### config.mk
export PLATFORM = sky130hd
export DESIGN_NAME = memory_arbiter_flat
export DESIGN_NICKNAME = d
export VERILOG_FILES = /design/src/verilog/cpu_types_pkg.sv /design/src/verilog/mem_port_if.sv /design/src/verilog/memory_arbiter.sv /design/src/flat_wrapper.sv
export VERILOG_INCLUDE_DIRS = /design/src /design/src/verilog
export SDC_FILE = /design/constraint.sdc
export NUM_CORES = 1
export LEC_CHECK = 0
export BUFFER_PORTS_ARGS = -buffer_cell sky130_fd_sc_hd__buf_4
export CAP_MARGIN = 20
export CORE_AREA = 3 3 115 117
export CTS_BUF_LIST = sky130_fd_sc_hd__clkbuf_8
export DETAILED_ROUTE_END_ITERATION = 8
export DIE_AREA = 0 0 118 120
export SYNTH_ARGS = -nofsm -noshare
export SYNTH_HDL_FRONTEND = slang
export SYNTH_SLANG_ARGS = --single-unit
### constraint.sdc
create_clock -name CLK -period 1.6 [get_ports CLK]
set_input_delay 0.32 -clock CLK [delete_from_list [all_inputs] [get_ports CLK]]
set_output_delay 0.32 -clock CLK [all_outputs]
set_load 0.1 [all_outputs]
### src/verilog/cpu_defines.svh
// processor sizing macros
`ifndef CPU_DEFINES_SVH
`define CPU_DEFINES_SVH

// machine word width in bits
`define WORD_W 32

// architectural registers, r0 hardwired
`define REG_CNT 32

// byte address of first fetch after reset
`define PC_INIT 0

// unified ram depth in words
`define RAM_WORDS 256

// wait cycles before a ram access completes
`define RAM_LAT 2

`endif

### src/verilog/cpu_types_pkg.sv
// processor type package
`include "cpu_defines.svh"

package cpu_types_pkg;

  typedef logic [`WORD_W-1:0] word_t;
  typedef logic [4:0] reg_addr_t;

  // primary opcodes of the supported subset
  typedef enum logic [5:0] {
    RTYPE = 6'h00,
    ADDIU = 6'h09,
    LUI   = 6'h0f,
    LW    = 6'h23,
    SW    = 6'h2b,
    HALT  = 6'h3f
  } opcode_t;

  // r-type function field
  typedef enum logic [5:0] {
    ADDU = 6'h21,
    SUBU = 6'h23,
    AND  = 6'h24,
    OR   = 6'h25
  } funct_t;

  typedef enum logic [1:0] {
    ALU_ADD,
    ALU_SUB,
    ALU_AND,
    ALU_OR
  } aluop_t;

  // decoded control, travels down the pipeline
  typedef struct packed {
    aluop_t aluop;
    logic   alu_src;
    logic   reg_dst;
    logic   reg_wr;
    logic   mem_to_reg;
    logic   mem_rd;
    logic   mem_wr;
    logic   lui;
    logic   halt;
  } control_t;

  typedef enum logic [1:0] {
    IDLE,
    SERVE_I,
    SERVE_D
  } arb_state_t;

endpackage

### src/verilog/mem_port_if.sv
// memory request port
`timescale 1ns/1ns

interface mem_port_if;
  // request levels, held by the master until hit
  logic ren;
  logic wen;
  cpu_types_pkg::word_t addr;
  cpu_types_pkg::word_t store;
  // slave response, load valid in the hit cycle
  cpu_types_pkg::word_t load;
  logic hit;

  modport master (
    output ren, wen, addr, store,
    input  load, hit
  );

  modport slave (
    input  ren, wen, addr, store,
    output load, hit
  );
endinterface

### src/verilog/memory_arbiter.sv
// instruction and data memory arbiter
`timescale 1ns/1ns

module memory_arbiter (
  input logic CLK,
  input logic nRST,
  mem_port_if.slave iport,
  mem_port_if.slave dport,
  mem_port_if.master ramport
);
  cpu_types_pkg::arb_state_t state, next_state;

  always_ff @(posedge CLK, negedge nRST)
  begin
    if (!nRST)
      state <= cpu_types_pkg::IDLE;
    else
      state <= next_state;
  end

  // data first, one access outstanding
  always_comb
  begin
    next_state = state;
    case (state)
      cpu_types_pkg::IDLE:
      begin
        if (dport.ren || dport.wen)
          next_state = cpu_types_pkg::SERVE_D;
        else if (iport.ren)
          next_state = cpu_types_pkg::SERVE_I;
      end
      default:
      begin
        if (ramport.hit)
          next_state = cpu_types_pkg::IDLE;
      end
    endcase
  end

  // forward the granted port, ram idle otherwise
  always_comb
  begin
    ramport.ren = 1'b0;
    ramport.wen = 1'b0;
    ramport.addr = '0;
    ramport.store = '0;
    if (state == cpu_types_pkg::SERVE_D)
    begin
      ramport.ren = dport.ren;
      ramport.wen = dport.wen;
      ramport.addr = dport.addr;
      ramport.store = dport.store;
    end
    else if (state == cpu_types_pkg::SERVE_I)
    begin
      ramport.ren = iport.ren;
      ramport.wen = iport.wen;
      ramport.addr = iport.addr;
      ramport.store = iport.store;
    end
  end

  // hit only to the granted side
  assign dport.hit = (state == cpu_types_pkg::SERVE_D) && ramport.hit;
  assign iport.hit = (state == cpu_types_pkg::SERVE_I) && ramport.hit;
  assign dport.load = ramport.load;
  assign iport.load = ramport.load;
endmodule

### src/flat_wrapper.sv
// flat-port wrapper written by rule: the top's interface ports become plain ports
module memory_arbiter_flat 
  (CLK, nRST, iport_ren, iport_wen, iport_addr, iport_store, iport_load, iport_hit, dport_ren, dport_wen, dport_addr, dport_store, dport_load, dport_hit, ramport_ren, ramport_wen, ramport_addr, ramport_store, ramport_load, ramport_hit);
  mem_port_if iport_i ();
  mem_port_if dport_i ();
  mem_port_if ramport_i ();
  input logic CLK;
  input logic nRST;
  input wire logic [$bits(iport_i.ren)-1:0] iport_ren;
  input wire logic [$bits(iport_i.wen)-1:0] iport_wen;
  input wire logic [$bits(iport_i.addr)-1:0] iport_addr;
  input wire logic [$bits(iport_i.store)-1:0] iport_store;
  output wire logic [$bits(iport_i.load)-1:0] iport_load;
  output wire logic [$bits(iport_i.hit)-1:0] iport_hit;
  input wire logic [$bits(dport_i.ren)-1:0] dport_ren;
  input wire logic [$bits(dport_i.wen)-1:0] dport_wen;
  input wire logic [$bits(dport_i.addr)-1:0] dport_addr;
  input wire logic [$bits(dport_i.store)-1:0] dport_store;
  output wire logic [$bits(dport_i.load)-1:0] dport_load;
  output wire logic [$bits(dport_i.hit)-1:0] dport_hit;
  output wire logic [$bits(ramport_i.ren)-1:0] ramport_ren;
  output wire logic [$bits(ramport_i.wen)-1:0] ramport_wen;
  output wire logic [$bits(ramport_i.addr)-1:0] ramport_addr;
  output wire logic [$bits(ramport_i.store)-1:0] ramport_store;
  input wire logic [$bits(ramport_i.load)-1:0] ramport_load;
  input wire logic [$bits(ramport_i.hit)-1:0] ramport_hit;
  assign iport_i.ren = iport_ren;
  assign iport_i.wen = iport_wen;
  assign iport_i.addr = iport_addr;
  assign iport_i.store = iport_store;
  assign iport_load = iport_i.load;
  assign iport_hit = iport_i.hit;
  assign dport_i.ren = dport_ren;
  assign dport_i.wen = dport_wen;
  assign dport_i.addr = dport_addr;
  assign dport_i.store = dport_store;
  assign dport_load = dport_i.load;
  assign dport_hit = dport_i.hit;
  assign ramport_ren = ramport_i.ren;
  assign ramport_wen = ramport_i.wen;
  assign ramport_addr = ramport_i.addr;
  assign ramport_store = ramport_i.store;
  assign ramport_i.load = ramport_load;
  assign ramport_i.hit = ramport_hit;
  memory_arbiter u_core (.CLK(CLK), .nRST(nRST), .iport(iport_i), .dport(dport_i), .ramport(ramport_i));
endmodule
==> results of run 1 <==
## where the power goes
part / switching [mW] / internal [mW]
clock network: 0.0418 / 0.159
registers: 0.0161 / 0.0650
logic: 4.93 / 3.42
## routing by layer
metal / global-route usage (%) / routed length (µm)
met1: 9.20 / 2830
met2: 18.6 / 4740
met3: 3.39 / 637
met4: 1.47 / 57
met5: 0 / 0
## kinds of logic after synthesis
kind of cell	share of synthesized area, %
AND/OR/NAND/NOR	3.88
AO/OA/AOI/OAI	46.2
flip-flops	3.88
buffers and inverters	46.0
## cell type report
cell class | count | area (µm²) | share of cell area [%]
Clock buffer | 3 | 41.3 | 0.941
Inverter | 1 | 3.75 | 0.0855
Multi-Input combinational cell | 75 | 1230 | 28.0
Sequential cell | 2 | 50.0 | 1.14
Tap cell | 172 | 215 | 4.90
Timing Repair Buffer | 230 | 2850 | 64.9
## repair_timing
item,CTS,global route
endpoints found under the setup margin,68,68
setup buffers,4,5
resized for setup,214,10
hold endpoints to repair,2,0
pin swaps,2,4
cloned,3,9
hold buffers,1,0
## critical path: stages, from the launching register on
cell and delay, ns:
dfrtp_1 0.41, and2b_4 0.21, buf_6 0.13, clkbuf_16 0.16, a22o_4 0.23, buf_12 0.16
## how the worst max path moves through the flow
stage	depth (start not counted)	start	slack (ns)	endpoint
after floorplan	4	u_core.state[0]	-0.12	dport_hit
final	5	u_core.state[1]	-0.23	ramport_store[24]
after global routing	5	u_core.state[1]	-0.27	ramport_store[8]
after CTS	4	u_core.state[0]	-0.22	ramport_addr[2]
after detailed placement	4	u_core.state[0]	-0.08	ramport_addr[2]
after global placement	4	u_core.state[0]	-0.05	ramport_addr[1]
## cells in the final DEF, fill, tap and decap left out, drive strengths merged
| cell type | n |
|---|---|
| o31ai | 1 |
| nor2 | 2 |
| buf | 222 |
| a32o | 1 |
| dfrtp | 2 |
| nand2b | 1 |
| nor2b | 1 |
| and2 | 2 |
| dlygate4sd3 | 1 |
| and2b | 1 |
| clkbuf | 10 |
| a22o | 66 |
| inv | 1 |
## through the flow
step	cell area [µm²]	cells
6_report	4390	483
3_3_place_gp	3060	459
3_5_place_dp	3060	459
2_1_floorplan	1820	156
5_1_grt	4390	483
4_1_cts	4110	470
==> results.cfg, run 1 <==
[clocking]
clock_sinks = 2
cts_tree = done
cts_buffers = 3
clk_root_buffer_cell = clkbuf_8
clock_latency_ns = 0.21
clockBufferDepth = 2
cts.clk_slew.worst_paths_ns = 0.03
htreeDepth = 1

[global_route]
grt_max_degree = 34
track_usage_pct = 9.29
overflow = 0
grt_pass1_wl_mm = 10.6
antenna_found_initial = 0
grt_pass1_vias = 2024

[setup_path]
worst-setup-path-type = flip-flop to primary output
r2r_cells = 3
worstSetupEndpointType = primary output
reg2reg_slack_ns = 0.56
r2r-end = u_core.state[1]
regToRegStartpoint = u_core.state[1]
cp.required_ns = 1.28
critPathMaxFanout = 8
crit_path_start_kind = flip-flop
critPathArrivalTime_ns = 1.51

[finish]
nets = 480
synthToLayoutAreaGrowth_pct = 241
fill_cells = 1186
utilization_pct = 35.2
largest_register_ff_count = 2
drive_gt1_share_pct = 97.1
largest_register = u_core.state
diodes = 0
top_regs = u_core.state x2

[sta]
drv_slew = 0
setup_viol = 68
holdWs_ns = 0.386
fin_crit_sh_pct = 115
rsz0062_at_grt = yes
finalClockSkew_ns = 0.00604
layout_setup_ws_ns = -0.235
worst_pin_slew_ns = 0.240
slew_headroom_pct = 84.0
fin_tns_setup_ns = -14.69
hold_violations = 0
max_freq_mhz = 545
layout_min_cycle_time_ns = 1.83

[detailed_routing]
dr.first_iter.drc_count = 23
drt-total-wl_mm = 8.26
drcViolationCount = 0
drt.antenna.violating_nets = 0
drt_pass1_iterations = 3
wl_per_cell_um = 17.1
vias = 1856
vias_per_cell = 3.84

[placed_design]
pre_cts_slack_ns = -0.0772
place.gp.congestion = 0.696
port_buffers = 202

[synth]
synth_area_leaders = a22o_1, buf_4, buf_6, dfrtp_1, buf_2
yosysMostFrequentCell = buf_4
ys_seq_area_share_pct = 3.88
yosys_warnings = 0
synth_edf_count = 0
async_reset_ff_share_pct = 100
syn_area_um2 = 1290
synth_top_cell_area_share_pct = 44.9
syn_avg_cell_area_um2 = 8.26
syn_nets = 323
synth_seq_cells = 2
dominantRegCellSynth = dfrtp_1
ys_types = 13
yosys-top-cells-count = buf_4, a22o_1, buf_2
yosys.area.top_type = a22o_1
synth_cells = 156

[status]
status = finished, violations left
violations = negative setup slack

[die]
pin_count = 299
start_util_pct = 10.3
die_y_um = 120
die_w_um = 118
die-area_um2 = 14200
num_rows = 41
core_area_um2 = 12500

[power]
total_power_mw = 8.64
powerDensity_nw_per_um2 = 1970
p_leak_nw = 2.13
ir_drop_v = 0.00111

[hold_path]
whs_path_depth = 2
hp-class = input pin to flip-flop
hold-path-endpoint = u_core.state[0]
hp-start = iport_ren

[flow_run]
cap_violations = 0
Note: power is estimated with default switching activity, not from simulation.
==> run 2, diff against run 1 <==
--- a/config.mk
+++ b/config.mk
@@ -6,9 +6,10 @@
 export SDC_FILE = /design/constraint.sdc
 export NUM_CORES = 1
 export LEC_CHECK = 0
+export ABC_AREA = 1
 export BUFFER_PORTS_ARGS = -buffer_cell sky130_fd_sc_hd__buf_4
 export CAP_MARGIN = 20
-export CORE_AREA = 3 3 115 117
+export CORE_AREA = 10 10 108 110
 export CTS_BUF_LIST = sky130_fd_sc_hd__clkbuf_8
 export DETAILED_ROUTE_END_ITERATION = 8
 export DIE_AREA = 0 0 118 120
==> results.cfg, run 2 <==
[status]
status = finished, violations left
violations = negative setup slack

[clocking]
cts_buffers = 3
clock_sinks = 2
clk_root_buffer_cell = clkbuf_8
htreeDepth = 1
cts_tree = done
cts.clk_slew.worst_paths_ns = 0.03
clockBufferDepth = 2
clock_latency_ns = 0.21

[detailed_routing]
drcViolationCount = 0
vias_per_cell = 4.60
drt_pass1_iterations = 4
vias = 2707
wl_per_cell_um = 19.6
drt.antenna.violating_nets = 0
drt-total-wl_mm = 11.6
dr.first_iter.drc_count = 104

[sta]
hold_violations = 0
fin_crit_sh_pct = 109
slew_headroom_pct = 85.5
drv_slew = 0
layout_min_cycle_time_ns = 1.74
holdWs_ns = 0.382
finalClockSkew_ns = 0.00234
worst_pin_slew_ns = 0.217
max_freq_mhz = 576
rsz0062_at_grt = yes
setup_viol = 68
layout_setup_ws_ns = -0.136

[placed_design]
place.gp.congestion = 0.754
place_inst = 569
dp_hpwl_mm = 7.79
pre_cts_slack_ns = -0.0107
port_buffers = 202
post_dp_cell_area_um2 = 3380

[die]
core_area_um2 = 9550
die_w_um = 118
pin_count = 299
num_rows = 36
die_y_um = 120
start_util_pct = 21.9
die-area_um2 = 14200

[synth]
synth_seq_cells = 2
synth_cells = 312
yosys_warnings = 0
ys_seq_area_share_pct = 2.39
syn_area_um2 = 2090
yosysMostFrequentCell = nand3_1
yosys-top-cells-count = nand3_1, nand2_1, buf_4
yosys.area.top_type = buf_4
ys_types = 15
async_reset_ff_share_pct = 100
dominantRegCellSynth = dfrtp_1
syn_avg_cell_area_um2 = 6.71
syn_nets = 479
synth_edf_count = 0
synth_top_cell_area_share_pct = 24.0
synth_area_leaders = buf_4, nand3_2, nand3_1, nand2_1, buf_6

[finish]
largest_register_ff_count = 2
fill_cells = 877
utilization_pct = 50.5
fin_area_um2 = 4820
layout_common_cells = buf_4, buf_12, nand3_1
diodes = 0
final_cells = 588
drive_gt1_share_pct = 83.3
synthToLayoutAreaGrowth_pct = 130
top_regs = u_core.state x2
nets = 624
largest_register = u_core.state
mostFrequentLayoutCell = buf_4

[global_route]
antenna_found_initial = 0
overflow = 0
grt_max_degree = 32
track_usage_pct = 13.6
grt_pass1_vias = 2907
grt_pass1_wl_mm = 15.9

[hold_path]
hp-class = input pin to flip-flop
whs_path_depth = 3

[setup_path]
crit_path_start_kind = flip-flop
crit_path_frequent_cell = buf_12
critPathMaxFanout = 17
crit_chain = clkinv_8 -> buf_12 -> nand3_1 -> nand2_2 -> buf_12
cp_slowest_cell = dfrtp_4
cpPeakStageDelay_ns = 0.52
worst-setup-path-type = flip-flop to primary output
worstSetupEndpointType = primary output
cp.required_ns = 1.28
critPathArrivalTime_ns = 1.42
r2r_cells = 8
reg2reg_slack_ns = 0.06

[flow_run]
cap_violations = 0

[power]
powerDensity_nw_per_um2 = 2260
ir_drop_v = 0.00150
p_leak_nw = 2.25
[run 2: changes by cell type in the layout (fill, tap and decap cells not counted), moves of 6 or more]
| cell | before | now |
|---|---|---|
| nand3_1 | 0 | 62 |
| nand3_4 | 0 | 9 |
| nand3_2 | 0 | 60 |
| buf_12 | 72 | 78 |
| nand2_2 | 0 | 61 |
| a22o_4 | 66 | 0 |
[run 2: kinds of logic after synthesis]
logic type / after synthesis / share of synthesized area [%]
and+or+nand+nor: 206 / 56.7
DFF: 2 / 2.39
buffers and inverters: 100 / 39.9
AOI/OAI and AO/OA: 4 / 1.02
[run 2: critical path: cells and delay by family, from the launching register on]
family,cells,cell delay [ns]
buf+inv,3,0.44
flops,1,0.52
simple gates,2,0.22
[run 2: through the flow]
| stage | TNS (ns) | total power, mW |
|---|---|---|
| after floorplan | -0.327 | 7.15 |
| after global placement | 0 | 7.86 |
| after detailed placement | -0.0291 | 7.90 |
| after CTS | -8.26 | 10.2 |
| after global routing | -10.23 | 11.2 |
| final | -6.77 | 10.9 |
[run 2: per-layer routing]
layer | track usage (%) | vias up | wire, µm | part of all wire (%)
met5 | 0 | - | 0 | 0
met4 | 4.64 | 0 | 307 | 2.7
met3 | 3.94 | 41 | 713 | 6.2
met2 | 27.2 | 136 | 6330 | 55
met1 | 13.0 | 1260 | 4200 | 36
li1 | - | 1270 | - | -
[run 2: cell type report]
| class | count | area (µm²) | area share [%] |
|---|---|---|---|
| clock buffer | 3 | 41.3 | 0.856 |
| multi-input combinational | 210 | 1600 | 33.2 |
| inverter | 6 | 42.5 | 0.882 |
| tap | 133 | 166 | 3.45 |
| sequential | 2 | 55.1 | 1.14 |
| timing repair buffer | 234 | 2920 | 60.5 |
[run 2: repair_timing]
item	CTS	global route
endpoints found under the setup margin	68	68
hold endpoints to repair	2	0
hold buffers	1	0
gates cloned	4	5
gates resized for setup	218	42
pin swaps	0	12
setup buffers	2	5
[run 2: path summary, 6_finish.rpt]
path / to / start
setup reg to reg: u_core.state[1] / u_core.state[1]
hold reg to reg: u_core.state[0] / u_core.state[0]
min in group asynchronous: u_core.state[0] / nRST
max in group asynchronous: u_core.state[1] / nRST
setup / recovery: ramport_store[16] / u_core.state[1]
hold / removal: u_core.state[0] / iport_ren
[run 2: power by group]
part           internal [mW]  switching [mW]  total, mW  leakage, nW
registers             0.0778          0.0549      0.133       0.0229
clock network          0.159          0.0400      0.199       0.0216
logic                   3.90            6.67       10.6         2.20
total                   4.13            6.76       10.9         2.25
==> run 3, diff against run 2 <==
--- a/config.mk
+++ b/config.mk
@@ -9,10 +9,13 @@
 export ABC_AREA = 1
 export BUFFER_PORTS_ARGS = -buffer_cell sky130_fd_sc_hd__buf_4
 export CAP_MARGIN = 20
-export CORE_AREA = 10 10 108 110
+export CELL_PAD_IN_SITES_DETAIL_PLACEMENT = 0
+export CELL_PAD_IN_SITES_GLOBAL_PLACEMENT = 2
+export CORE_MARGIN = 10
+export CORE_UTILIZATION = 13
 export CTS_BUF_LIST = sky130_fd_sc_hd__clkbuf_8
 export DETAILED_ROUTE_END_ITERATION = 8
-export DIE_AREA = 0 0 118 120
+export PLACE_DENSITY_LB_ADDON = 0.1
 export SYNTH_ARGS = -nofsm -noshare
 export SYNTH_HDL_FRONTEND = slang
 export SYNTH_SLANG_ARGS = --single-unit
==> results.cfg, run 3 (synthesis results as in run 2) <==
[sta]
fin_crit_sh_pct = 106
layout_min_cycle_time_ns = 1.69
slew_headroom_pct = 86.5
rsz0062_at_grt = yes
drv_slew = 0
setup_viol = 67
hold_violations = 0
finalClockSkew_ns = 0.000461
max_freq_mhz = 592
layout_setup_ws_ns = -0.0881
worst_pin_slew_ns = 0.201

[power]
p_leak_nw = 2.21
ir_drop_v = 0.000844
powerDensity_nw_per_um2 = 2200
total_power_mw = 10.5

[finish]
drive_gt1_share_pct = 83.4
final_cells = 669
mostFrequentLayoutCell = buf_4
layout.area.seq_um2 = 55.1
diodes = 0
largest_register_ff_count = 2
fin_area_um2 = 4800
utilization_pct = 30.3
fill_cells = 1690
layout_common_cells = buf_4, buf_12, nand3_2
largest_register = u_core.state
top_regs = u_core.state x2
synthToLayoutAreaGrowth_pct = 129
nets = 622
multi_input_area_um2 = 1530

[detailed_routing]
wl_per_cell_um = 17.5
drcViolationCount = 0
vias = 2600
drt.antenna.violating_nets = 0
drt-total-wl_mm = 11.7
dr.first_iter.drc_count = 52
drt_pass1_iterations = 4
vias_per_cell = 3.89

[placed_design]
post_dp_cell_area_um2 = 3600
place_inst = 658
pre_cts_slack_ns = -0.0607
port_buffers = 202
dp_hpwl_mm = 9.16
place.gp.congestion = 0.675

[setup_path]
worst-setup-path-type = flip-flop to primary output
worstSetupEndpointType = primary output
cp_slowest_cell = dfrtp_4
cpPeakStageDelay_ns = 0.52
critPathArrivalTime_ns = 1.37
cp.required_ns = 1.28
crit_path_start_kind = flip-flop
critPathMaxFanout = 9
crit_chain = buf_8 -> clkbuf_16 -> nand3_2 -> nand2_2 -> buf_12

[flow_run]
cap_violations = 0

[global_route]
grt_pass1_wl_mm = 16.9
antenna_found_initial = 0
track_usage_pct = 9.72
grt_pass1_vias = 2846
overflow = 0
grt_max_degree = 27

[clocking]
clk_root_buffer_cell = clkbuf_8
htreeDepth = 1
cts_buffers = 3
clock_sinks = 2
cts_tree = done
cts.clk_slew.worst_paths_ns = 0.03
clockBufferDepth = 2
clock_latency_ns = 0.21

[die]
die_y_um = 147
die_w_um = 147
pin_count = 299
die-area_um2 = 21600
start_util_pct = 13.2
num_rows = 46
core_area_um2 = 15800

[status]
status = finished, violations left
violations = negative setup slack

[hold_path]
hp-class = input pin to flip-flop
-- run 3: cell count changes in the layout (fill, tap and decap cells not counted) --
cell | before | now
buf_12 | 78 | 80
clkbuf_16 | 4 | 3
nand3_4 | 9 | 2
nand2_4 | 5 | 1
nand2_2 | 61 | 65
nand3_1 | 62 | 61
nand3_2 | 60 | 68
buf_8 | 2 | 1
buf_16 | 4 | 2
-- run 3: where the power goes --
group          leakage [nW]  internal, mW  switching (mW)
Clock                0.0216         0.159          0.0354
Sequential           0.0229        0.0778          0.0493
Combinational          2.16          3.71            6.52
Total                  2.21          3.95            6.60
-- run 3: stage by stage --
| stage | hold slack, ns | setup TNS, ns |
|---|---|---|
| after floorplan | 0.0244 | -0.327 |
| after global placement | 0.106 | -0.273 |
| after detailed placement | 0.104 | -0.926 |
| after CTS | 0.386 | -5.97 |
| after global routing | 0.423 | -8.06 |
| final | 0.379 | -4.62 |
-- run 3: worst paths after layout --
kind,cells after the start,slack (ns),startpoint,end
min reg2reg,3,0.74,u_core.state[0],u_core.state[0]
max in group asynchronous,2,1.05,nRST,u_core.state[1]
min in group asynchronous,2,0.45,nRST,u_core.state[0]
max reg2reg,7,0.23,u_core.state[1],u_core.state[0]
min,3,0.38,iport_ren,u_core.state[0]
max,5,-0.09,u_core.state[1],ramport_store[17]
-- run 3: layout make-up --
cell class	count	share of cell area, %
Clock buffer	3	0.860
Inverter	6	0.886
Multi-Input combinational cell	210	31.9
Sequential cell	2	1.15
Tap cell	216	5.63
Timing Repair Buffer	232	59.5
-- run 3: repair_timing --
item / 4_1_cts / 5_1_grt
endpoints found under the hold margin: 2 / 0
cloned: 1 / 3
pin swaps: 0 / 1
hold buffers: 1 / 0
resized for setup: 213 / 30
endpoints found under the setup margin: 68 / 68
setup buffers: 1 / 2
-- run 3: critical path: cells and delay by family, from the launching register on --
| family | cells | cell delay [ns] |
|---|---|---|
| buffers and inverters | 3 | 0.49 |
| DFF | 1 | 0.52 |
| and+or+nand+nor | 2 | 0.14 |
-- run 3: layer usage --
| metal | vias up | share of wire (%) | wire length, µm | track usage, % |
|---|---|---|---|---|
| li1 | 1260 | - | - | - |
| met1 | 1208 | 36 | 4260 | 9.64 |
| met2 | 111 | 54 | 6360 | 18.7 |
| met3 | 21 | 8.1 | 946 | 3.65 |
| met4 | 0 | 1.4 | 165 | 2.08 |
| met5 | - | 0 | 0 | 0 |
